## src/hdl/sar_pkg.sv

```systemverilog
package sar_pkg;

   localparam int CODE_W     = 10;                // DAC and result code width
   localparam int CNT_W      = 7;                 // DAC cycle counter width
   localparam int MAX_LANES  = 4;
   localparam int RES_LANE_W = $clog2(MAX_LANES); // lane tag in the result

   // sampling length N gives a window of N+1 cycles
   localparam logic [3:0][CNT_W-1:0] SMPL_CYCLES = {7'd83, 7'd59, 7'd47, 7'd35};

   localparam logic [CNT_W-1:0] STEP_CYCLES_FAST = 7'd11; // settle + compare
   localparam logic [CNT_W-1:0] STEP_CYCLES_SLOW = 7'd23;

   typedef struct packed {
      logic       sar10;     // 10 steps when set, else 8
      logic [1:0] smpl_sel;  // index into SMPL_CYCLES
      logic       step_slow; // long DAC settle
   } sar_cfg_t;

   typedef struct packed {
      logic [RES_LANE_W-1:0] lane;
      logic [CODE_W-1:0]     code;
      logic                  sar10;
   } sar_result_t;

   typedef enum logic [1:0] {
      IDLE,
      SAMPLE,
      CONVERT
   } lane_state_e;

   typedef enum logic [1:0] {
      CMD_NONE,
      CMD_SINGLE,
      CMD_SCAN,
      CMD_STOP
   } sar_cmd_e;

endpackage
```

## src/hdl/sar_sequencer.sv

```systemverilog
`timescale 1ns/1ps

module sar_sequencer import sar_pkg::*; #(
   parameter int N_LANES = 4
) (
   input  logic               clk,
   input  logic               rst_n,
   input  logic               cmd_stb,
   input  sar_cmd_e           cmd,
   input  logic [N_LANES-1:0] lane_mask,
   input  sar_cfg_t           cfg,
   input  logic [N_LANES-1:0] lane_done,
   output logic [N_LANES-1:0] start,
   output logic               stop,
   output sar_cfg_t           cfg_q,
   output logic               scanning
);

   logic [N_LANES-1:0] mask_q;    // lanes of the running command
   logic [N_LANES-1:0] active;    // lane started and not yet done
   logic [N_LANES-1:0] idle;
   logic [N_LANES-1:0] start_nxt;
   logic               is_stop;
   logic               is_go;

   assign idle    = ~active | lane_done; // a finishing lane counts as free
   assign is_stop = cmd_stb && (cmd == CMD_STOP);
   assign is_go   = cmd_stb && (cmd == CMD_SINGLE || cmd == CMD_SCAN);

   // new command wins over scan restarts; a stop suppresses both
   always_comb begin
      start_nxt = '0;
      if (is_go) begin
         start_nxt = lane_mask & idle;
      end else if (scanning && !is_stop) begin
         start_nxt = lane_done & mask_q; // restart from own done
      end
   end

   always_ff @(posedge clk) begin
      if (!rst_n) begin
         start    <= '0;
         stop     <= 1'b0;
         scanning <= 1'b0;
         active   <= '0;
         mask_q   <= '0;
         cfg_q    <= '0;
      end else begin
         start <= start_nxt;
         stop  <= is_stop;
         if (is_stop) begin
            scanning <= 1'b0;
         end else if (is_go) begin
            scanning <= (cmd == CMD_SCAN);
         end
         if (is_stop) begin
            active <= '0; // lanes abort on stop
         end else begin
            active <= (active & ~lane_done) | start_nxt;
         end
         if (is_go) begin
            mask_q <= lane_mask;
            cfg_q  <= cfg;
         end
      end
   end

   a_no_start_with_stop: assert property (
      @(posedge clk) disable iff (!rst_n) stop |-> (start == '0)
   ) else $error("start pulsed in the stop cycle, start=%h", start);

endmodule

```

## config.mk

```make
export PLATFORM = sky130hd
export DESIGN_NAME = sar_sequencer
export DESIGN_NICKNAME = d
export VERILOG_FILES = /design/src/hdl/sar_pkg.sv /design/src/hdl/sar_sequencer.sv
export SDC_FILE = /design/constraint.sdc
export NUM_CORES = 1
export LEC_CHECK = 0
export BUFFER_PORTS_ARGS = -buffer_cell sky130_fd_sc_hd__buf_2
export CORE_MARGIN = 10
export CORE_UTILIZATION = 43
export CTS_CLUSTER_DIAMETER = 120
export DETAILED_ROUTE_END_ITERATION = 16
export MAX_ROUTING_LAYER = met4
export PLACE_DENSITY_LB_ADDON = 0.1
export SETUP_SLACK_MARGIN = 0.1
export SYNTH_ARGS = -nofsm -noshare
export SYNTH_HDL_FRONTEND = slang
export SYNTH_SLANG_ARGS = --single-unit
```

## constraint.sdc

```tcl
create_clock -name clk -period 1.32 [get_ports clk]
set_clock_uncertainty 0.15 [all_clocks]
set_input_delay 0.198 -clock clk [delete_from_list [all_inputs] [get_ports clk]]
set_output_delay 0.198 -clock clk [all_outputs]
set_load 0.02 [all_outputs]
```

Yosys cells after proc, flatten, opt, wreduce, memory -nomap -nowiden
Index checks and enable logic that the tools add are counted.
{"block": "op_classes", "eq_ne": 3, "mux": 2, "bitwise": 8, "n_reduce_logical": 6}
{"cell": "$and 4x4->4", "n": 3}
{"cell": "$mux 4", "n": 2}
{"cell": "$not 4->4", "n": 2}
{"cell": "$or 4x4->4", "n": 2}
{"cell": "$eq 2x2->1 const B", "n": 2}
{"cell": "$logic_and 1x1->1", "n": 3}
{"cell": "$eq 2x1->1 const B", "n": 1}
{"cell": "$reduce_or 2->1", "n": 1}
{"cell": "$logic_not 1->1", "n": 1}
{"cell": "$logic_or 1x1->1", "n": 1}
{"cell": "$not 1->1", "n": 1}
{"block": "totals", "regBits": 18, "out_inout_bits": 10, "elab_cells": 27}

Longest topological paths before layout
Gate-level depths: netlist of run 1.
{"block": "logic_depth", "ltp_word": 7, "depth_mapped": 6}

Worst setup path before layout of run 1
OpenSTA, ideal clock, no wires.
{"block": "synth_path", "kind": "in2reg", "from": "input cmd[0]", "to": "register start[0]", "setup_time_ps": 115, "arrival_time_ps": 1092, "slack_ps": -36, "cell_stages": 5, "n_path_buf": 0, "path_cell_list": "inv_1 > ha_1 > nor2b_4 > o2111a_1 > o21a_1"}
{"block": "synth_via", "elab_chain_cells": 6, "word_cells_on_any_way": 10, "classes_between": "3 x eq/ne; 2 x mux; 5 x reduce/logical"}
{"item": "start: declaration", "line_no": "sar_sequencer.sv:9", "rtl": "input sar_cmd_e cmd,"}
{"item": "$eq 2x2->1", "line_no": "sar_sequencer.sv:27", "rtl": "assign is_stop = cmd_stb && (cmd == CMD_STOP);"}
{"item": "$logic_and 1x1->1", "line_no": "sar_sequencer.sv:27"}
{"item": "$logic_not 1->1", "line_no": "sar_sequencer.sv:35", "rtl": "end else if (scanning && !is_stop) begin"}
{"item": "$logic_and 1x1->1", "line_no": "sar_sequencer.sv:35"}
{"item": "$mux 4", "line_no": "sar_sequencer.sv:35"}
{"item": "$mux 4 (*)", "line_no": "sar_sequencer.sv:33", "rtl": "if (is_go) begin"}
{"item": "end signal: assignment", "line_no": "sar_sequencer.sv:49", "rtl": "start <= start_nxt;"}
{"item": "end: declaration", "line_no": "sar_sequencer.sv:13", "rtl": "output logic [N_LANES-1:0] start,"}
Mark *: on every way between the ends. The rest lies on a longest branch, timed or not.
A chain may end at the register's enable or synchronous reset.

Worst setup path after layout of run 1
{"block": "layout_path", "from": "register scanning", "to": "output scanning"}
{"item": "start: declaration", "line_no": "sar_sequencer.sv:16", "rtl": "output logic scanning"}
{"item": "start signal: assignment", "line_no": "sar_sequencer.sv:54", "rtl": "scanning <= (cmd == CMD_SCAN);"}
No word-level cell between the ends.

==> impl_metrics.yaml, run 1 <==
die:
  fp.dieArea_mm2: 0.003967
  rows: 15
  initial_utilization_pct: 45.52
  floorplan.core_area_mm2: 0.001745
  floorplan.die.width_um: 62.99
  die_height_um: 62.99
  io_pins: 27
synthesis:
  post-synth-top-area-fraction_pct: 45.35
  synth_area_um2: 794.5
  synth_warnings: 0
  synth.ff_latch_count: 18
  synthesis.instances: 86
  synth_sequential_area_ratio_pct: 45.35
  mappedNetlistNets: 105
  syn_avg_cell_area_um2: 9.239
  synth_largest_area_cell: "sky130_fd_sc_hd__dfxtp_1"
  synthDistinctLibCells: 19
  synth.top_cells.by_area: "sky130_fd_sc_hd__dfxtp_1, sky130_fd_sc_hd__a21boi_1, sky130_fd_sc_hd__nand2_1"
final_layout:
  final-instance-count-excl-fill: 146
  area_delta_synth_final_pct: 33.54
  most-common-layout-cells: "sky130_fd_sc_hd__buf_2, sky130_fd_sc_hd__dfxtp_1, sky130_fd_sc_hd__nand2_1"
  final_common_cell: "sky130_fd_sc_hd__buf_2"
  antenna_cells: 0
  fill_cells: 156
  finalNetCount: 141
  area_taken_by_flip_flops_and_latches_um2: 364.1
  area_of_the_multi_input_gates_um2: 384.1
  final_layout_size_suffix_gt1_share_pct: 33.88
  postLayoutCellArea_mm2: 0.001061
run_status:
  run_status: "finished, final reports clean"
timing:
  finish_stage_setup_viols: 0
  slew_headroom_pct: 84.64
  fin_crit_ns: 1.149
  final-max-slew-violation-count: 0
  clock.fmax_mhz: 870.1
  post-route-period-util_pct: 87.07
  grt_setup_unrepaired: "false"
  hold_viol: 0
  worst_slack_ns: 0.1707
  final.setup.tns_ns: 0
  worstMarginPinSlew_ns: 0.2304
power:
  static-leakage-power_nw: 0.5350
  power_density_mw_per_mm2: 1029
  peakVddDrop_mv: 0.5730
placement:
  placed_area_um2: 963.4
  dp_hpwl_mm: 1.364
  place.port_buffers: 26
  place.gp.congestion: 0.7315
  dp_cells: 136
  pre_cts_ws_ns: -0.09710
clock_network:
  tritoncts.num_buffers: 3
  tritoncts: "built"
  path_clk_slew_ns: 0.10
  clock-sinks: 18
  clock_tree.root_cell: "sky130_fd_sc_hd__clkbuf_4"
  insertion_delay_ns: 0.29
  clockBufferDepth: 2
  cts-htree-levels: 1
detailed_routing:
  antenna_left: 0
  wl_mm: 1.825
  num_vias: 685
  first_iter_violations: 5
  drcViolationCount: 0
  mean_number_of_vias_per_cell: 4.692
  detail_route.first_pass.iterations: 2
  detail_route.wl_per_cell_um: 12.50
worst_setup_path:
  timing.critical_path.max_delay_family: "flip-flops"
  crit_required_ns: 0.97
  cpPeakStageDelay_ns: 0.36
  maximum_fanout_along_the_worst_path: 3
  crit_path_cell_trace: "buf_4"
  critPathBufInv: 1
  timing.critical_path.arrival_ns: 0.80
  cp_slowest_cell: "sky130_fd_sc_hd__dfxtp_4"
  setup.worst_path.end_class: "output port"
  worst_setup_path_start_kind: "flip-flop"
  timing.setup.critical_path_class: "flip-flop to output port"
worst_hold_path:
  worst_hold_path_type: "input port to flip-flop"
grt:
  pin_count_of_the_biggest_net_entering_global_routing: 15
  antenna_found_initial: 0
  via_count_of_the_first_global_routing_pass: 689
  wire_length_of_the_first_global_routing_pass_mm: 3.167
  overflow: 0
  global_route.usage.total_pct: 9.870
run:
  timing.max_cap.violations: 0
## worst reg2reg max path, cell delays in order (launching register included)
cell                       delay, ns
sky130_fd_sc_hd__dfxtp_4        0.36
sky130_fd_sc_hd__buf_4          0.14
sky130_fd_sc_hd__o2111a_1       0.13
sky130_fd_sc_hd__o21ba_1        0.18
## per-layer routing
metal	up-vias	global-route usage (%)	share of wire [%]
li1	361	-	-
met1	306	11.30	47
met2	16	15.74	49
met3	2	2.688	4.1
met4	0	4.190	0.33
met5	-	-	0
## power by group
part | internal, W | switching (W)
sequential | 0.000567 | 0.0000105
clock | 0.000168 | 0.000165
combinational | 0.0000891 | 0.0000922
total | 0.000823 | 0.000268
## cell type report
class	count	area share [%]
Inverter	10	4.009
Sequential cell	18	34.32
Clock buffer	4	3.420
Timing Repair Buffer	34	19.10
Multi-Input combinational cell	55	36.20
Tap cell	25	2.948
## metrics by stage
step,total power [W],hold slack [ns],util (%)
finish,0.001091,0.06967,60.79
global route,0.001164,0.05890,60.79
CTS,0.001112,0.05038,59.93
detailed placement,0.0007622,0.2918,55.20
global placement,0.0007591,0.2869,55.20
floorplan,0.0006983,0.1829,-
## registers in the layout, indices dropped and copies added (netlist names)
name	cells
active	4
cfg_q	4
mask_q	4
start	4
scanning	1
stop	1
## final timing paths
path,from,to,slack [ns],depth (start not counted)
worst min-delay path,lane_mask[1],mask_q[1]$_SDFFE_PN0P_,0.07,3
worst max register to register,scanning$_SDFFE_PP0P_,active[2]$_SDFF_PP0_,0.26,3
worst max-delay path,scanning$_SDFFE_PP0P_,scanning,0.17,1
worst min register to register,cfg_q[1]$_SDFFE_PN0P_,cfg_q[1]$_SDFFE_PN0P_,0.31,2
## cells by family (layout without fill, tap and decap cells)
family	count (synthesis)	after routing	synth area share (%)
and+or+nand+nor	24	24	15.91
AOI/OAI and AO/OA	29	29	27.72
DFF	18	18	45.35
adders and majority gates	2	2	3.149
buffers and inverters	13	48	7.874
## synth_stat cells, drive strengths merged
library cell,count
and3,1
nand2b,1
nor2b,1
nand3b,4
buf,2
o21ai,4
a21oi,5
o21ba,4
and2b,1
nand2,16
clkbuf,1
ha,2
inv,10
o21a,4
a21boi,8
o2111a,4
dfxtp,18
## repair_timing
item | 4_1_cts | 5_1_grt
hold buffers | 4 | 0
buffers inserted | 0 | 2
endpoints found under the hold margin | 4 | 0
gates resized for setup | 3 | 0
setup endpoints to repair | 1 | 1
No activity file was read; power rests on OpenSTA's default activity.
==> run 2: changes to the inputs <==
Settings changed: CORE_UTILIZATION 43 to 39.
==> impl_metrics.yaml, run 2 (same netlist as run 1, synthesis figures left out) <==
run_status:
  run_status: "finished, final reports clean"
worst_setup_path:
  maximum_fanout_along_the_worst_path: 3
  critPathBufInv: 1
  cpPeakStageDelay_ns: 0.36
  timing.critical_path.max_delay_family: "flip-flops"
  timing.critical_path.arrival_ns: 0.80
  worst_setup_path_start_kind: "flip-flop"
  crit_path_cell_trace: "buf_4"
  cp_slowest_cell: "sky130_fd_sc_hd__dfxtp_4"
  setup.worst_path.end_class: "output port"
  crit_required_ns: 0.97
  timing.setup.critical_path_class: "flip-flop to output port"
timing:
  fin_crit_ns: 1.145
  finish_stage_setup_viols: 0
  hold_viol: 0
  post-route-period-util_pct: 86.73
  final-max-slew-violation-count: 0
  grt_setup_unrepaired: "false"
  clock.fmax_mhz: 873.5
  final.setup.tns_ns: 0
  worstMarginPinSlew_ns: 0.2166
  slew_headroom_pct: 85.56
grt:
  via_count_of_the_first_global_routing_pass: 749
  overflow: 0
  antenna_found_initial: 0
  wire_length_of_the_first_global_routing_pass_mm: 3.160
  pin_count_of_the_biggest_net_entering_global_routing: 15
  global_route.usage.total_pct: 9.675
die:
  floorplan.die.width_um: 65.14
  initial_utilization_pct: 40.91
  rows: 16
  die_height_um: 65.14
  fp.dieArea_mm2: 0.004243
  floorplan.core_area_mm2: 0.001942
  io_pins: 27
detailed_routing:
  wl_mm: 1.863
  mean_number_of_vias_per_cell: 4.736
  num_vias: 701
  detail_route.wl_per_cell_um: 12.59
  drcViolationCount: 0
  first_iter_violations: 25
  detail_route.first_pass.iterations: 4
  antenna_left: 0
placement:
  place.port_buffers: 26
  dp_hpwl_mm: 1.452
  dp_cells: 138
  place.gp.congestion: 0.8064
worst_hold_path:
  worst_hold_path_type: "input port to flip-flop"
final_layout:
  area_taken_by_flip_flops_and_latches_um2: 364.1
  utilization_pct: 54.77
  final_layout_size_suffix_gt1_share_pct: 33.88
  area_delta_synth_final_pct: 33.86
  finalNetCount: 141
  final_common_cell: "sky130_fd_sc_hd__buf_2"
  most-common-layout-cells: "sky130_fd_sc_hd__buf_2, sky130_fd_sc_hd__dfxtp_1, sky130_fd_sc_hd__nand2_1"
  final-instance-count-excl-fill: 148
  fill_cells: 203
  antenna_cells: 0
  area_of_the_multi_input_gates_um2: 384.1
clock_network:
  path_clk_slew_ns: 0.10
  clock-sinks: 18
  cts-htree-levels: 1
  insertion_delay_ns: 0.29
  tritoncts: "built"
  clock_tree.root_cell: "sky130_fd_sc_hd__clkbuf_4"
  tritoncts.num_buffers: 3
  clockBufferDepth: 2
power:
  static-leakage-power_nw: 0.5350
  power_density_mw_per_mm2: 1025
  peakVddDrop_mv: 0.5501
run:
  timing.max_cap.violations: 0
==> run 2: layout make-up <==
type	instances	area share, %
multi-input cells	55	36.12
flip-flops and latches	18	34.24
repair buffers	34	19.06
inverters	10	4.000
clock buffers	4	3.412
well taps	27	3.176
==> run 2: per-layer routing <==
layer  track usage [%]  part of all wire (%)  vias to the layer above
li1                  -                     -                      359
met1             8.976                    43                      322
met4             5.882                  0.86                        0
met2             16.50                    50                       18
met5                 -                     0                        -
met3             3.898                   6.5                        2
==> run 2: repair_timing <==
action / in CTS / in global routing
hold buffers: 4 / 0
hold endpoints to repair: 4 / 0
gates resized for setup: 3 / 0
gates cloned: 0 / 0
endpoints found under the setup margin: 1 / 1
setup buffers: 0 / 2
==> run 2: stage by stage <==
step / setup slack, ns / power (W) / cell area [um2] / hold slack (ns)
5_1_grt: 0.1165 / 0.001160 / 1064 / 0.06563
3_5_place_dp: -0.09711 / 0.0007641 / 965.9 / 0.2947
4_1_cts: 0.1207 / 0.001114 / 1049 / 0.05679
3_3_place_gp: -0.08267 / 0.0007602 / 965.9 / 0.2872
6_report: 0.1752 / 0.001090 / 1064 / 0.07669
2_1_floorplan: 0.09903 / 0.0006983 / 809.5 / 0.1829
==> run 2: final timing paths <==
kind	from	endpoint	slack [ns]	cells after the start
setup / recovery	scanning$_SDFFE_PP0P_	scanning	0.18	1
hold / removal	lane_mask[1]	mask_q[1]$_SDFFE_PN0P_	0.08	3
setup reg to reg	scanning$_SDFFE_PP0P_	start[3]$_SDFF_PN0_	0.26	3
hold reg to reg	cfg_q[0]$_SDFFE_PN0P_	cfg_q[0]$_SDFFE_PN0P_	0.30	2
==> run 2: report_power, final <==
part / switching (W) / leakage (nW) / total, W / internal, W
registers: 0.0000104 / 0.148 / 0.000577 / 0.000567
logic: 0.0000932 / 0.366 / 0.000183 / 0.0000895
clock network: 0.000163 / 0.0210 / 0.000331 / 0.000168
==> run 3: changes to the inputs <==
Settings changed: ABC_AREA set to 1.
Clock period 1.32 ns to 0.93 ns, I/O delays scaled along.
==> impl_metrics.yaml, run 3 <==
timing:
  post-route-period-util_pct: 117.9
  clock.fmax_mhz: 912.1
  final-max-slew-violation-count: 0
  fin_crit_ns: 1.096
  worstMarginPinSlew_ns: 0.2812
  finish_stage_setup_viols: 19
  hold_slack_ns: -0.05702
  slew_headroom_pct: 81.14
  grt_setup_unrepaired: "true"
  worst_slack_ns: -0.1664
  hold_viol: 10
synthesis:
  synth_sequential_area_ratio_pct: 49.57
  syn_avg_cell_area_um2: 7.343
  synthesis.instances: 99
  synth_edf_count: 0
  asyncSetResetFlopFracSynth_pct: 0
  synth_warnings: 0
  yosys_most_used_dff: "sky130_fd_sc_hd__dfxtp_1"
  synth.ff_latch_count: 18
  mappedNetlistNets: 118
  synthDistinctLibCells: 13
  synth.top_cells.by_area: "sky130_fd_sc_hd__dfxtp_1, sky130_fd_sc_hd__nand2_1, sky130_fd_sc_hd__nand3_1"
  synth_largest_area_cell: "sky130_fd_sc_hd__dfxtp_1"
  yosysMostFrequentCell: "sky130_fd_sc_hd__nand2_1"
  post-synth-top-area-fraction_pct: 49.57
  synth_area_um2: 726.9
  synth_common_cells: "sky130_fd_sc_hd__nand2_1, sky130_fd_sc_hd__dfxtp_1, sky130_fd_sc_hd__inv_1"
clock_network:
  clockBufferDepth: 2
  tritoncts: "built"
  insertion_delay_ns: 0.29
  clock_tree.root_cell: "sky130_fd_sc_hd__clkbuf_4"
  clock-sinks: 18
  path_clk_slew_ns: 0.11
  tritoncts.num_buffers: 3
  cts-htree-levels: 1
grt:
  via_count_of_the_first_global_routing_pass: 779
  global_route.usage.total_pct: 10.62
  pin_count_of_the_biggest_net_entering_global_routing: 11
  antenna_found_initial: 0
  wire_length_of_the_first_global_routing_pass_mm: 3.512
  overflow: 0
power:
  peakVddDrop_mv: 0.8015
  static-leakage-power_nw: 0.6474
  power_density_mw_per_mm2: 1381
die:
  fp.dieArea_mm2: 0.003991
  io_pins: 27
  floorplan.core_area_mm2: 0.001745
  initial_utilization_pct: 41.65
  die_height_um: 63.18
  floorplan.die.width_um: 63.18
  rows: 15
final_layout:
  area_of_the_multi_input_gates_um2: 421.7
  antenna_cells: 0
  area_delta_synth_final_pct: 76.76
  fill_cells: 141
  finalNetCount: 159
  final_layout_size_suffix_gt1_share_pct: 60.43
  postLayoutCellArea_mm2: 0.001285
  most-common-layout-cells: "sky130_fd_sc_hd__nand2_1, sky130_fd_sc_hd__buf_2, sky130_fd_sc_hd__inv_1"
  area_taken_by_flip_flops_and_latches_um2: 380.4
  final_common_cell: "sky130_fd_sc_hd__nand2_1"
detailed_routing:
  num_vias: 747
  drcViolationCount: 0
  detail_route.first_pass.iterations: 3
  mean_number_of_vias_per_cell: 4.555
  antenna_left: 0
  first_iter_violations: 27
  wl_mm: 2.091
  detail_route.wl_per_cell_um: 12.75
worst_setup_path:
  crit_required_ns: 1.00
  timing.setup.critical_path_class: "flip-flop to flip-flop"
  timing.critical_path.max_delay_family: "flip-flops"
  crit_path_cell_trace: "inv_4, a21oi_4, nand3_2, a21oi_2"
  timing.critical_path.arrival_ns: 1.16
  cpPeakStageDelay_ns: 0.37
  worst_setup_path_start_kind: "flip-flop"
  maximum_fanout_along_the_worst_path: 4
  critPathBufInv: 1
  setup.worst_path.end_class: "flip-flop"
  cp_slowest_cell: "sky130_fd_sc_hd__dfxtp_4"
  r2r_slack_ns: -0.17
placement:
  place.port_buffers: 26
  dp_hpwl_mm: 1.358
  placed_area_um2: 977.2
  place.gp.congestion: 0.8243
run_status:
  run_status: "finished with violations"
  failing_checks: "negative hold slack, negative setup slack"
run:
  timing.max_cap.violations: 0
worst_hold_path:
  worst_hold_path_type: "input port to flip-flop"
## run 3: changes by cell type after synthesis, moves of 4 or more
cell                       change
sky130_fd_sc_hd__a21boi_1      -8
sky130_fd_sc_hd__a21oi_1       +5
sky130_fd_sc_hd__inv_1         +7
sky130_fd_sc_hd__nand2_1       +6
sky130_fd_sc_hd__nand3_1      +12
sky130_fd_sc_hd__nand3b_1      -4
sky130_fd_sc_hd__nor2_1        +9
sky130_fd_sc_hd__o2111a_1      -4
sky130_fd_sc_hd__o21a_1        -4
sky130_fd_sc_hd__o21ba_1       -4
## run 3: through the flow
step,total power [W],setup slack [ns],cells,TNS (ns),utilization (%)
global route,0.001861,-0.2393,164,-3.249,73.62
finish,0.001775,-0.1664,164,-2.281,73.62
detailed placement,0.001135,-0.4066,154,-6.219,55.99
CTS,0.001750,-0.1601,160,-2.407,71.47
floorplan,0.001011,-0.1955,99,-2.178,-
global placement,0.001131,-0.3995,154,-5.984,55.99
## run 3: worst paths after layout
| path | start | endpoint | depth (start not counted) |
|---|---|---|---|
| worst max-delay path | scanning$_SDFFE_PP0P_ | start[3]$_SDFF_PN0_ | 4 |
| worst min-delay path | cfg[3] | cfg_q[3]$_SDFFE_PN0P_ | 3 |
| worst max register to register | scanning$_SDFFE_PP0P_ | start[3]$_SDFF_PN0_ | 4 |
| worst min register to register | mask_q[0]$_SDFFE_PN0P_ | mask_q[0]$_SDFFE_PN0P_ | 2 |
## run 3: logic make-up after synthesis
logic type               Yosys count  synth area share (%)
AND/OR/NAND/NOR                   44                 25.13
AO/OA/AOI/OAI                     15                 10.33
buffers and inverters             20                 11.53
flip-flops                        18                 49.57
adder cells (fa/ha/maj)            2                 3.442
## run 3: worst reg2reg max path, delay by kind of cell, from the launching register on
family	cells	cell delay, ns
AO/OA/AOI/OAI	2	0.34
flip-flops	1	0.37
AND/OR/NAND/NOR	1	0.13
buffers and inverters	1	0.04
## run 3: cell type report
type | instances | area share, %
timing repair inverter | 1 | 0.4869
clock buffer | 4 | 2.824
inverter | 18 | 6.621
timing repair buffer | 37 | 25.22
sequential | 18 | 29.60
tap | 25 | 2.434
multi-input combinational | 61 | 32.81
## run 3: power breakdown
group          internal, W  total (W)  leakage (nW)  switching (W)
Sequential        0.000815   0.000841         0.152      0.0000251
Combinational     0.000221   0.000449         0.474       0.000228
Clock             0.000238   0.000485        0.0210       0.000247
## run 3: layer usage
metal	vias up	part of all wire, %	wire [um]	track usage (%)
li1	388	-	-	-
met1	344	44	930	12.18
met2	13	52	1081	17.64
met3	2	3.3	70	3.004
met4	0	0.38	8	3.005
met5	-	0	0	-
## run 3: repair_timing
item,CTS,global route
gates cloned,1,0
pin swaps,15,3
endpoints found under the hold margin,12,10
setup endpoints to repair,27,27
setup buffers,1,4
resized for setup,67,3
