[config.mk]
export PLATFORM = sky130hd
export DESIGN_NAME = sar_lane
export DESIGN_NICKNAME = d
export VERILOG_FILES = /design/src/hdl/sar_pkg.sv /design/src/hdl/sar_lane.sv /design/src/hdl/sar_search.sv /design/src/hdl/sar_cycle_timer.sv
export SDC_FILE = /design/constraint.sdc
export NUM_CORES = 1
export LEC_CHECK = 0
export BUFFER_PORTS_ARGS = -buffer_cell sky130_fd_sc_hd__buf_2
export CAP_MARGIN = 30
export CORE_UTILIZATION = 58
export DETAILED_ROUTE_END_ITERATION = 7
export GPL_ROUTABILITY_DRIVEN = 0
export PLACE_DENSITY = 0.77
export SYNTH_ARGS = -nofsm -noshare
export SYNTH_HDL_FRONTEND = slang
export SYNTH_SLANG_ARGS = --single-unit
[constraint.sdc]
create_clock -name clk -period 8.95 [get_ports clk]
set_input_delay 1.79 -clock clk [delete_from_list [all_inputs] [get_ports clk]]
set_output_delay 1.79 -clock clk [all_outputs]
set_load 0.01 [all_outputs]
[src/hdl/sar_pkg.sv]
package sar_pkg;

   localparam int CODE_W     = 10;                // DAC and result code width
   localparam int CNT_W      = 7;                 // DAC cycle counter width
   localparam int MAX_LANES  = 4;
   localparam int RES_LANE_W = $clog2(MAX_LANES); // lane tag in the result

   // sampling length N gives a window of N+1 cycles
   localparam logic [3:0][CNT_W-1:0] SMPL_CYCLES = {7'd83, 7'd59, 7'd47, 7'd35};

   localparam logic [CNT_W-1:0] STEP_CYCLES_FAST = 7'd11; // settle + compare
   localparam logic [CNT_W-1:0] STEP_CYCLES_SLOW = 7'd23;

   typedef struct packed {
      logic       sar10;     // 10 steps when set, else 8
      logic [1:0] smpl_sel;  // index into SMPL_CYCLES
      logic       step_slow; // long DAC settle
   } sar_cfg_t;

   typedef struct packed {
      logic [RES_LANE_W-1:0] lane;
      logic [CODE_W-1:0]     code;
      logic                  sar10;
   } sar_result_t;

   typedef enum logic [1:0] {
      IDLE,
      SAMPLE,
      CONVERT
   } lane_state_e;

   typedef enum logic [1:0] {
      CMD_NONE,
      CMD_SINGLE,
      CMD_SCAN,
      CMD_STOP
   } sar_cmd_e;

endpackage
[src/hdl/sar_lane.sv]
`timescale 1ns/1ps

module sar_lane import sar_pkg::*; (
   input  logic              clk,
   input  logic              rst_n,
   input  sar_cfg_t          cfg,
   input  logic              start,
   input  logic              stop,
   input  logic              comp,
   output logic              busy,
   output logic              done,
   output logic              sample,   // hold switch
   output logic [CODE_W-1:0] dac_code,
   output logic [CODE_W-1:0] code
);

   lane_state_e       state;
   lane_state_e       state_nxt;
   logic              smpl_end;
   logic              step_end;
   logic              last_step;
   logic              init;
   logic              step;
   logic              finish;
   logic [CODE_W-1:0] report;

   assign busy   = (state != IDLE);
   assign init   = (state == SAMPLE) && smpl_end;
   assign step   = (state == CONVERT) && step_end;
   assign finish = step && last_step && !stop;

   always_comb begin
      state_nxt = state;
      case (state)
         IDLE:    if (start) state_nxt = SAMPLE;
         SAMPLE:  if (stop) state_nxt = IDLE; else if (smpl_end) state_nxt = CONVERT;
         CONVERT: if (stop || (step_end && last_step)) state_nxt = IDLE;
         default: state_nxt = IDLE;
      endcase
   end

   always_ff @(posedge clk) begin
      if (!rst_n) begin
         state  <= IDLE;
         sample <= 1'b0;
         done   <= 1'b0;
      end else begin
         state  <= state_nxt;
         sample <= (state_nxt == SAMPLE); // level, not decoded
         done   <= finish;
      end
   end

   always_ff @(posedge clk) begin
      if (finish) code <= report; // held until the next done
   end

   sar_cycle_timer u_timer (
      .clk       (clk),
      .rst_n     (rst_n),
      .cfg       (cfg),
      .run       (busy),
      .stop      (stop),
      .smpl_end  (smpl_end),
      .step_end  (step_end),
      .last_step (last_step),
      .step_idx  ()
   );

   sar_search u_search (
      .clk      (clk),
      .rst_n    (rst_n),
      .init     (init),
      .step     (step),
      .comp     (comp),
      .dac_code (dac_code),
      .report   (report)
   );

endmodule

[src/hdl/sar_search.sv]
`timescale 1ns/1ps

module sar_search import sar_pkg::*; (
   input  logic              clk,
   input  logic              rst_n,
   input  logic              init,     // end of sampling
   input  logic              step,     // end of a compare step
   input  logic              comp,     // input above the midpoint
   output logic [CODE_W-1:0] dac_code,
   output logic [CODE_W-1:0] report
);

   logic [CODE_W-1:0] lo;
   logic [CODE_W-1:0] up;
   logic [CODE_W-1:0] mid;     // midpoint under test
   logic [CODE_W-1:0] rpt_lo;
   logic [CODE_W-1:0] rpt_up;
   logic [CODE_W-1:0] nxt_lo;
   logic [CODE_W-1:0] nxt_up;
   logic [CODE_W:0]   sum_cur;
   logic [CODE_W:0]   sum_rpt;
   logic [CODE_W:0]   sum_nxt;

   assign sum_cur = {1'b0, lo} + {1'b0, up};
   assign mid     = sum_cur[CODE_W:1];

   // bounds after the current comparison
   assign rpt_lo = comp ? mid : lo;
   assign rpt_up = comp ? up : mid; // chase downward
   assign nxt_lo = init ? '0 : rpt_lo;
   assign nxt_up = init ? '1 : rpt_up;

   assign sum_rpt = {1'b0, rpt_lo} + {1'b0, rpt_up};
   assign sum_nxt = {1'b0, nxt_lo} + {1'b0, nxt_up};

   // an even final midpoint means the search ended one below up,
   // so up is the code; otherwise the bounds still straddle it
   assign report = mid[0] ? sum_rpt[CODE_W:1] : rpt_up;

   always_ff @(posedge clk) begin
      if (!rst_n) begin
         lo       <= '0;
         up       <= '1;
         dac_code <= '0;
      end else if (init || step) begin
         lo <= nxt_lo;
         up <= nxt_up;
         // comparator trips at or above its code, so drive one above the
         // midpoint and comp then reads as input strictly above mid
         dac_code <= sum_nxt[CODE_W:1] + CODE_W'(1);
      end
   end

   a_bounds_ordered: assert property (
      @(posedge clk) disable iff (!rst_n) (init || step) |=> (lo <= up)
   ) else $error("search bounds crossed, lo=%h up=%h", lo, up);

endmodule

[src/hdl/sar_cycle_timer.sv]
`timescale 1ns/1ps

module sar_cycle_timer import sar_pkg::*; (
   input  logic       clk,
   input  logic       rst_n,
   input  sar_cfg_t   cfg,
   input  logic       run,       // lane busy
   input  logic       stop,
   output logic       smpl_end,
   output logic       step_end,
   output logic       last_step,
   output logic [3:0] step_idx
);

   logic [CNT_W-1:0] cyc_cnt;  // cycles within the current window
   logic [CNT_W-1:0] cyc_lim;
   logic [CNT_W-1:0] step_lim;
   logic             in_smpl;  // sampling window precedes step 0
   logic             cyc_done;

   assign step_lim = cfg.step_slow ? STEP_CYCLES_SLOW : STEP_CYCLES_FAST;
   assign cyc_lim  = in_smpl ? SMPL_CYCLES[cfg.smpl_sel] : step_lim;

   assign cyc_done  = run && (cyc_cnt == cyc_lim);
   assign smpl_end  = cyc_done && in_smpl;
   assign step_end  = cyc_done && !in_smpl;
   assign last_step = (step_idx == (cfg.sar10 ? 4'd9 : 4'd7));

   always_ff @(posedge clk) begin
      if (!rst_n || stop || !run || cyc_done) begin
         cyc_cnt <= '0;
      end else begin
         cyc_cnt <= cyc_cnt + 1'b1;
      end
   end

   always_ff @(posedge clk) begin
      if (!rst_n || stop || !run) begin
         step_idx <= '0;
         in_smpl  <= 1'b1;
      end else if (smpl_end) begin
         in_smpl <= 1'b0;
      end else if (step_end) begin
         if (last_step) begin
            step_idx <= '0; // back to sampling for the next run
            in_smpl  <= 1'b1;
         end else begin
            step_idx <= step_idx + 1'b1;
         end
      end
   end

   // trips if cfg.sar10 drops after step 7 of a running conversion
   a_step_range: assert property (
      @(posedge clk) disable iff (!rst_n) step_idx <= 4'd9
   ) else $error("step_idx out of range, step_idx=%h", step_idx);

endmodule

# After elaboration in Yosys (flattened, before gate mapping)
# Index checks and enable logic that the tools add are counted.
[totals]
wordCells = 65
in_bits = 9
reg_bits = 56
output_inout_bits = 23
[classes]
eq_ne = 5
muxes = 19
n_lt_le_gt_ge = 1
n_bitwise = 1
add_sub_neg = 6
n_reduce_logical = 23
[ops]
columns = ["operator", "count"]
rows = [
  ["two-way mux 10 bit", 5],
  ["adder 10 x 10 -> 11 bit", 3],
  ["binary-select mux 7 bit (select 2 bit)", 1],
  ["two-way mux 7 bit", 2],
  ["adder 10 x 1 -> 10 bit, second input constant", 1],
  ["logical AND 1 bit", 8],
  ["two-way mux 2 bit", 4],
  ["two-way mux 4 bit", 2],
  ["adder 7 x 1 -> 7 bit, second input constant", 1],
  ["equality test 7 bit", 1],
  ["one-hot mux 2 bit (3 select lines)", 1],
  ["nonzero test 2 bit", 3],
  ["logical OR 1 bit", 5],
  ["two-way mux 5 bit", 1],
  ["adder 4 x 1 -> 4 bit, second input constant", 1],
  ["equality test 2 x 1 -> 1 bit, second input constant", 2],
  ["equality test 4 bit", 1],
  ["zero test 1 bit", 4],
  ["AND reduction 2 bit", 2],
  ["< comparator 2 x 3 -> 1 bit, second input constant", 1],
  ["two-way mux 1 bit", 3],
  ["equality test 2 bit, second input constant", 1],
  ["zero test 2 bit", 1],
  ["inverter 1 bit", 1],
]

# Logic depth before layout (Yosys ltp)
# Gate-level depths: netlist of run 1.
[depth]
ltp_word = 11
ltp_mapped = 19
ltp_nobuf = 19

# By module
# Synthesis of run 1 repeated with hierarchy kept, for this count alone.
[unflattened]
hier_cells = 504
hier_area_um2 = 4212.8
[modules_own_cells]
columns = ["mod", "cells_per_inst", "instances", "area_per_inst_um2", "seq_area_each_um2"]
rows = [
  ["sar_search", 387, 1, 2935.3, 600.6],
  ["sar_cycle_timer", 88, 1, 798.3, 240.2],
  ["sar_lane", 29, 1, 479.2, 380.4],
]

# Worst setup path before layout of run 1
# OpenSTA, ideal clock, no wires.
[synth_timing]
kind = "input port to flip-flop"
start = "input port cfg[1] in the netlist's numbering"
end = "register u_search.dac_code[9]"
path_buffers = 1
arrival_ns = 5.581
setup_slack_ns = 3.307
cell_stages = 18
setup_ns = 0.062
required_time_ns = 8.888
cell_sequence = "ha_1 > or3b_1 > a21oi_2 > or2_2 > nand2_1 > nor2_2 > nor2_1 > ha_1 > buf_4 > a211oi_1 > nor2_1 > o31a_1 > o22ai_1 > xnor2_1 > or2b_1 > mux2_4 > or4_1 > nand3_1"
[synth_between]
elab_chain_cells = 10
word_cells_on_any_way = 14
classes_between = "add/sub: 2; eq/ne: 1; mux: 5; reduce/logical: 6"
[synth_rtl]
columns = ["item", "line_no", "text"]
rows = [
  ["from (decl)", "sar_lane.sv:6", "input sar_cfg_t cfg,"],
  ["binary-select mux 7 bit (select 2 bit)", "sar_cycle_timer.sv:22", "assign cyc_lim = in_smpl ? SMPL_CYCLES[cfg.smpl_sel] : step_lim;"],
  ["two-way mux 7 bit (implied by the code)", "sar_cycle_timer.sv:22", ""],
  ["two-way mux 7 bit", "sar_cycle_timer.sv:22", ""],
  ["equality test 7 bit", "sar_cycle_timer.sv:24", "assign cyc_done = run && (cyc_cnt == cyc_lim);"],
  ["logical AND 1 bit", "sar_cycle_timer.sv:24", ""],
  ["logical AND 1 bit", "sar_cycle_timer.sv:25", "assign smpl_end = cyc_done && in_smpl;"],
  ["logical AND 1 bit", "sar_lane.sv:28", "assign init = (state == SAMPLE) && smpl_end;"],
  ["two-way mux 10 bit", "sar_search.sv:30", "assign nxt_lo = init ? '0 : rpt_lo;"],
  ["named net u_search.nxt_lo[2]", "sar_search.sv:18", "logic [CODE_W-1:0] nxt_lo;"],
  ["adder 10 x 10 -> 11 bit", "sar_search.sv:34", "assign sum_nxt = {1'b0, nxt_lo} + {1'b0, nxt_up};"],
  ["adder 10 x 1 -> 10 bit", "sar_search.sv:50", "dac_code <= sum_nxt[CODE_W:1] + CODE_W'(1);"],
  ["to (signal assigned)", "sar_search.sv:50", ""],
  ["to (decl)", "sar_search.sv:9", "output logic [CODE_W-1:0] dac_code,"],
]
# The timed path passes the listed nets, and every way through them passes these cells. The select of a mux whose other input is x is not followed.
# A chain may end at the register's enable or synchronous reset.

# Worst setup path in the final report of run 1
[layout_timing]
start = "input port cfg[1] in the netlist's numbering"
end = "register u_search.dac_code[9]"
[layout_between]
elab_chain_cells = 10
word_cells_on_any_way = 14
classes_between = "add/sub: 2; eq/ne: 1; mux: 5; reduce/logical: 6"
[layout_rtl]
columns = ["item", "line_no"]
rows = [
  ["binary-select mux 7 bit (select 2 bit) (*)", "sar_cycle_timer.sv:22"],
  ["two-way mux 7 bit (implied by the code) (*)", "sar_cycle_timer.sv:22"],
  ["two-way mux 7 bit (*)", "sar_cycle_timer.sv:22"],
  ["equality test 7 bit (*)", "sar_cycle_timer.sv:24"],
  ["logical AND 1 bit (*)", "sar_cycle_timer.sv:24"],
  ["logical AND 1 bit", "sar_cycle_timer.sv:25"],
  ["logical AND 1 bit", "sar_lane.sv:28"],
  ["two-way mux 10 bit, on equally long branches", "sar_search.sv:30, sar_search.sv:31"],
  ["adder 10 x 10 -> 11 bit", "sar_search.sv:34"],
  ["adder 10 x 1 -> 10 bit", "sar_search.sv:50"],
]
# Mark *: on every way between the ends. The rest lies on a longest branch, timed or not. The select of a mux whose other input is x is not followed.

==> flow_metrics.tcl, run 1 <==
set metrics [dict create \
    drt-initial-drc-count 166 \
    critical_path_required_ns 9.20 \
    crit_start "cfg[1]" \
    grt_antenna_before_repair 0 \
    gr-usage-met3 0.0389 \
    p_clk_frac 0.282 \
    netlist_area_um2 4040 \
    drt-pass1-iter-count 7 \
    gr-total-overflow 0 \
    synth-async-reset-ratio 0 \
    wl_per_cell_um 14.9 \
    clockBufferDepth 2 \
    violations "design-rule violations" \
    reg2reg_from "u_search.up[1]" \
    routed_wl_um 8720 \
    power_frac_seq 0.528 \
    rows 30 \
    cp_data_arrival_time_ns 6.06 \
    busiest_layer "met2" \
    dieHeight_um 85.4 \
    syn_avg_cell_area_um2 8.38 \
    initial_core_util 0.598 \
    synth_compound_area_frac 0.200 \
    clk-insertion-delay-late_ns 0.31 \
    p_int_uw 351 \
    via_count 3430 \
    rsz0062_at_grt "false" \
    power.switching_uw 139 \
    synth_fa_ha_area_frac 0.117 \
    skew_ns 0.00882 \
    worst-path-max-fanout 10 \
    grt_pass1_vias 3356 \
    status "complete, but fails checks" \
    cap_violations 0 \
    vias_per_cell 5.86 \
    cts_setup_buffers 0 \
    finalMaxSlewViolations 0 \
    yosys.area_share.simple 0.199 \
    io_pins 32 \
    critPathKind "primary input to flip-flop" \
    slew_headroom 0.474 \
    syn2layout_area_growth_pct 6.60 \
    powerDensity_nw_per_um2 114 \
    grt_start_max_net_pins 39 \
    port_buffers 31 \
    cts_buffers 5 \
    met1_usage 0.317 \
    htreeDepth 2 \
    final_area_um2 4300 \
    grt_usage 0.253 \
    setup_slack_ns 3.14 \
    antenna_left 0 \
    post_synth_num_cell_types 68 \
    fin_tns_setup_ns 0 \
    cts-hold-fix-buffers 0 \
    yosysSeqAreaShare 0.302 \
    utilization 0.637 \
    antenna_cells 0 \
    synth-edff-count 10 \
    synth_top_family_by_area "compound AO/OA/AOI/OAI gates" \
    ir_drop_mv 0.0659 \
    root_buffer "clkbuf_8" \
    place_ws_ns 2.85 \
    drive_gt1_frac 0.117 \
    postPlaceCellArea_um2 4220 \
    switching_share 0.284 \
    num-fill-cells 575 \
    path_clk_slew_ns 0.10 \
    hold_viol_final 0 \
    nets 549 \
    syn_inst 482 \
    power_frac_comb 0.189 \
    worstMarginPinSlew_ns 0.789 \
    cp-end-kind "flip-flop" \
    p_leak_uw 0.00175 \
    finalCritPeriodShare 0.649 \
    post_cts_resized 0 \
    synth_ff_type "dfxtp_1" \
    ys_ff_latch 56 \
    synth_xor_area_frac 0.0861 \
    min_period_ns 5.81 \
    core_area_um2 6760 \
    drc_errors 1 \
    synthesis.nets 527 \
    min_path_type "flip-flop to flip-flop" \
    fmax_mhz 172 \
    grt_pass1_wl_um 15000 \
    cts.sinks 56 \
    fin_total_pwr_uw 490 \
    die_w_um 85.4 \
    critPathLaunchType "primary input" \
    place_hpwl_um 6600 \
    yosys_warnings 0 \
    use_met2 0.448 \
    cts_tree "yes" \
    finalSetupViolCount 0 \
    synthMuxAreaShare 0.0437 \
    min-delay-start "u_timer.cyc_cnt[0]" \
    die-area_um2 7300 \
]
-- final timing paths --
check | end | slack, ns | depth (start not counted)
worst min register to register | u_timer.cyc_cnt[0] | 0.47 | 1
worst max register to register | u_search.dac_code[9] | 4.24 | 18
worst min-delay path | u_timer.cyc_cnt[0] | 0.47 | 1
worst max-delay path | u_search.dac_code[9] | 3.14 | 18
-- metrics by stage --
| stage | std cells | hold slack (ns) |
|---|---|---|
| 2_1_floorplan | 482 | 0.413 |
| 3_3_place_gp | 577 | 0.437 |
| 3_5_place_dp | 577 | 0.460 |
| 4_1_cts | 585 | 0.476 |
| 5_1_grt | 585 | 0.501 |
| 6_report | 585 | 0.475 |
-- kinds of logic after synthesis --
group,Yosys count
flip-flops,56
adder cells (fa/ha/maj),36
AO/OA/AOI/OAI,116
buffers and inverters,51
XOR/XNOR,38
multiplexers,17
AND/OR/NAND/NOR,168
-- registers in the layout (all words and copies together), names as in the netlist --
name and count:
code 10, u_timer.step_idx 4, state 2, done 1, u_timer.cyc_cnt 7, u_search.up 10
u_search.dac_code 10, u_timer.in_smpl 1, u_search.lo 10, sample 1
-- critical path, stage by stage --
cell	delay, ns
buf_2	0.12
ha_1	0.20
or3b_1	0.39
a21oi_2	0.22
or2_2	0.17
nand2_1	0.12
nor2_2	0.33
nor3_1	0.12
fa_1	0.45
a211oi_1	0.22
nor2_1	0.10
o31a_1	0.28
o22ai_1	0.22
xnor2_1	0.24
or2b_1	0.27
mux2_4	0.26
or4_1	0.48
nand3_1	0.10
-- area by class of cell --
| cell class | instances | area (µm²) | share of cell area |
|---|---|---|---|
| well taps | 80 | 100 | 0.0233 |
| flip-flops and latches | 56 | 1220 | 0.284 |
| clock inverters | 3 | 13.8 | 0.00320 |
| inverters | 33 | 124 | 0.0288 |
| clock buffers | 5 | 68.8 | 0.0160 |
| repair buffers | 33 | 170 | 0.0395 |
| multi-input cells | 375 | 2610 | 0.606 |
-- power by group through the flow --
| stage | Sequential (µW) | Clock, µW | Combinational, µW |
|---|---|---|---|
| detailed placement | 265 | 0 | 91.5 |
| global route | 259 | 152 | 104 |
| global placement | 265 | 0 | 89.2 |
| floorplan | 265 | 0 | 73.9 |
| finish | 259 | 138 | 92.9 |
| CTS | 259 | 141 | 92.6 |
-- cell usage in the layout, fill, tap and decap left out, types with 4 or more instances in the layout --
cell,count
xnor2_1,20
nand3_1,14
nor2_1,51
a211oi_1,11
clkbuf_8,5
inv_1,32
and2_1,6
edfxtp_1,10
mux2i_1,15
o22ai_1,9
o21ai_1,14
buf_2,31
ha_1,33
o21ai_0,10
nand2_1,46
a22oi_1,4
nand2b_1,6
xor2_1,16
a21o_1,6
nor3_1,10
a21oi_1,29
dfxtp_1,46
and3_1,4
-- per-layer routing --
metal,vias to the layer above,share of wire
li1,1746,-
met1,1598,0.48
met2,74,0.47
met3,12,0.038
met4,0,0.018
met5,-,0
-- synth_stat cells, types with 11 or more instances --
cell type | number | area share
xnor2_1 | 20 | 0.043
clkbuf_1 | 11 | 0.010
inv_1 | 32 | 0.030
mux2i_1 | 15 | 0.037
a211oi_1 | 11 | 0.020
dfxtp_1 | 46 | 0.23
o21ai_1 | 14 | 0.017
ha_1 | 33 | 0.10
nor2_1 | 51 | 0.047
xor2_1 | 16 | 0.035
nand2_1 | 46 | 0.043
a21oi_1 | 29 | 0.036
nand3_1 | 14 | 0.017
Note: power is estimated with default switching activity, not from simulation.
==> run 2: changes to the inputs <==
Clock period 8.95 ns to 5.75 ns, I/O delays scaled along.
==> run 2 against run 1 <==
  * The run still ends with design-rule violations left
  * Sequential power grew 56%
  * Register-to-register slack worse by 3.2 ns
  * Worst setup slack lost 2.6 ns
  * Core utilization increased by 0.24 points
  * Critical path depth stayed put
  * Sequential cell count did not move
  * Design area increased by 0.38%
  * Via count grew 1.8%
  * Cell count is 0.34% higher
  * Combinational power up 57%
  * Global-route usage fell by 0.29 points
  * Wire length shrank 0.54%
  * Largest cell class unchanged
  * Largest power group unchanged
  * Highest routed layer unchanged
==> flow_metrics.tcl, run 2 (synthesis results as in run 1) <==
set metrics [dict create \
    status "complete, but fails checks" \
    violations "design-rule violations" \
    finalMaxSlewViolations 0 \
    fin_tns_setup_ns 0 \
    p_int_uw 548 \
    cts_tree "yes" \
    rsz0062_at_grt "false" \
    min_period_ns 5.17 \
    grt_pass1_wl_um 14700 \
    drc_errors 1 \
    drt-initial-drc-count 198 \
    setup_slack_ns 0.581 \
    switching_share 0.281 \
    gr-total-overflow 0 \
    grt_usage 0.250 \
    p_leak_uw 0.00176 \
    cp_slowest_cell "or4_1" \
    finalCritPeriodShare 0.899 \
    skew_ns 0.0134 \
    power_frac_seq 0.528 \
    fmax_mhz 193 \
    htreeDepth 2 \
    cts_setup_buffers 0 \
    cap_violations 0 \
    hold_viol_final 0 \
    antenna_cells 0 \
    power.switching_uw 214 \
    use_met2 0.425 \
    grt_pass1_vias 3254 \
    power_frac_comb 0.191 \
    antenna_left 0 \
    worstMarginPinSlew_ns 0.681 \
    routed_wl_um 8670 \
    num-fill-cells 601 \
    cts-hold-fix-buffers 0 \
    busiest_layer "met2" \
    die-area_um2 7300 \
    critPathLaunchType "primary input" \
    slew_headroom 0.545 \
    port_buffers 31 \
    grt_antenna_before_repair 0 \
    cts_buffers 5 \
    nets 551 \
    die_w_um 85.4 \
    io_pins 32 \
    core_area_um2 6760 \
    met1_usage 0.318 \
    ir_drop_mv 0.106 \
    powerDensity_nw_per_um2 176 \
    post_cts_resized 0 \
    drt-pass1-iter-count 6 \
    rows 30 \
    critPathKind "primary input to flip-flop" \
    cp_cell_sequence "buf_2, ha_1, or3b_1, a21oi_2, or2_2, nand2_1, nor2_2, nor3_1, fa_1, a211oi_1, nor2_1, o31a_1, o22ai_1, xnor2_1, or2b_1, mux2_4, or4_1, nand3_1" \
    clockBufferDepth 2 \
    drive_gt1_frac 0.118 \
    cp-end-kind "flip-flop" \
    grt_start_max_net_pins 28 \
    dieHeight_um 85.4 \
    via_count 3491 \
    cp_data_arrival_time_ns 5.42 \
    final_cell_mix "nor2_1 (51), nand2_1 (46), dfxtp_1 (46)" \
    mostFrequentLayoutCell "nor2_1" \
    cts.sinks 56 \
    root_buffer "clkbuf_8" \
    wl_per_cell_um 14.8 \
    syn2layout_area_growth_pct 7.00 \
    worst-path-max-fanout 10 \
    clk-insertion-delay-late_ns 0.31 \
    place_ws_ns 0.280 \
    vias_per_cell 5.95 \
    finalSetupViolCount 0 \
    min_path_type "flip-flop to flip-flop" \
    path_clk_slew_ns 0.09 \
    place_hpwl_um 6560 \
    gr-usage-met3 0.0370 \
    slowest_delay_ns 0.47 \
    initial_core_util 0.598 \
    critical_path_required_ns 6.00 \
    p_clk_frac 0.280 \
]
[run 2: cell count changes in the layout (fill, tap and decap cells not counted)]
cell	before	now
clkinv_2	2	0
clkinvlp_4	0	1
buf_4	2	4
clkbuf_1	0	1
[run 2: metrics by stage]
stage / utilization / instance area [µm²] / cells / power [µW] / hold slack (ns)
2_1_floorplan: - / 4040 / 482 / 527 / 0.413
3_3_place_gp: 0.627 / 4240 / 579 / 551 / 0.434
3_5_place_dp: 0.627 / 4240 / 579 / 555 / 0.438
4_1_cts: 0.639 / 4320 / 587 / 769 / 0.458
5_1_grt: 0.639 / 4320 / 587 / 800 / 0.484
6_report: 0.639 / 4320 / 587 / 762 / 0.454
[run 2: final timing paths]
kind	from	to	slack [ns]	cells past startpoint
setup / recovery	cfg[1]	u_search.dac_code[9]	0.58	18
setup reg to reg	u_search.up[1]	u_search.dac_code[9]	1.00	18
hold / removal	u_timer.cyc_cnt[0]	u_timer.cyc_cnt[0]	0.45	1
hold reg to reg	u_timer.cyc_cnt[0]	u_timer.cyc_cnt[0]	0.45	1
[run 2: worst max-delay path, delay by kind of cell]
family / cells / cell delay, ns
simple gates: 9 / 2.07
fa+ha+maj: 2 / 0.65
mux: 1 / 0.26
buf+inv: 1 / 0.12
compound gates: 4 / 0.95
xor+xnor: 1 / 0.24
[run 2: layout make-up]
cell class	count	area [µm²]	share of cell area
clock buffer	6	72.6	0.0168
multi-input combinational	375	2610	0.603
clock inverter	2	11.3	0.00261
timing repair buffer	35	185	0.0429
inverter	33	124	0.0287
sequential	56	1220	0.283
tap	80	100	0.0232
[run 2: power by group through the flow]
stage               clock network (µW)  registers (µW)  logic (µW)
finish                             214             403         146
global route                       234             403         162
floorplan                            0             412         115
global placement                     0             412         140
detailed placement                   0             412         143
CTS                                221             403         145
[run 2: routing by layer]
metal	part of all wire	vias up
met5	0	-
met4	0.021	0
met3	0.040	17
met2	0.48	80
met1	0.46	1636
li1	-	1758
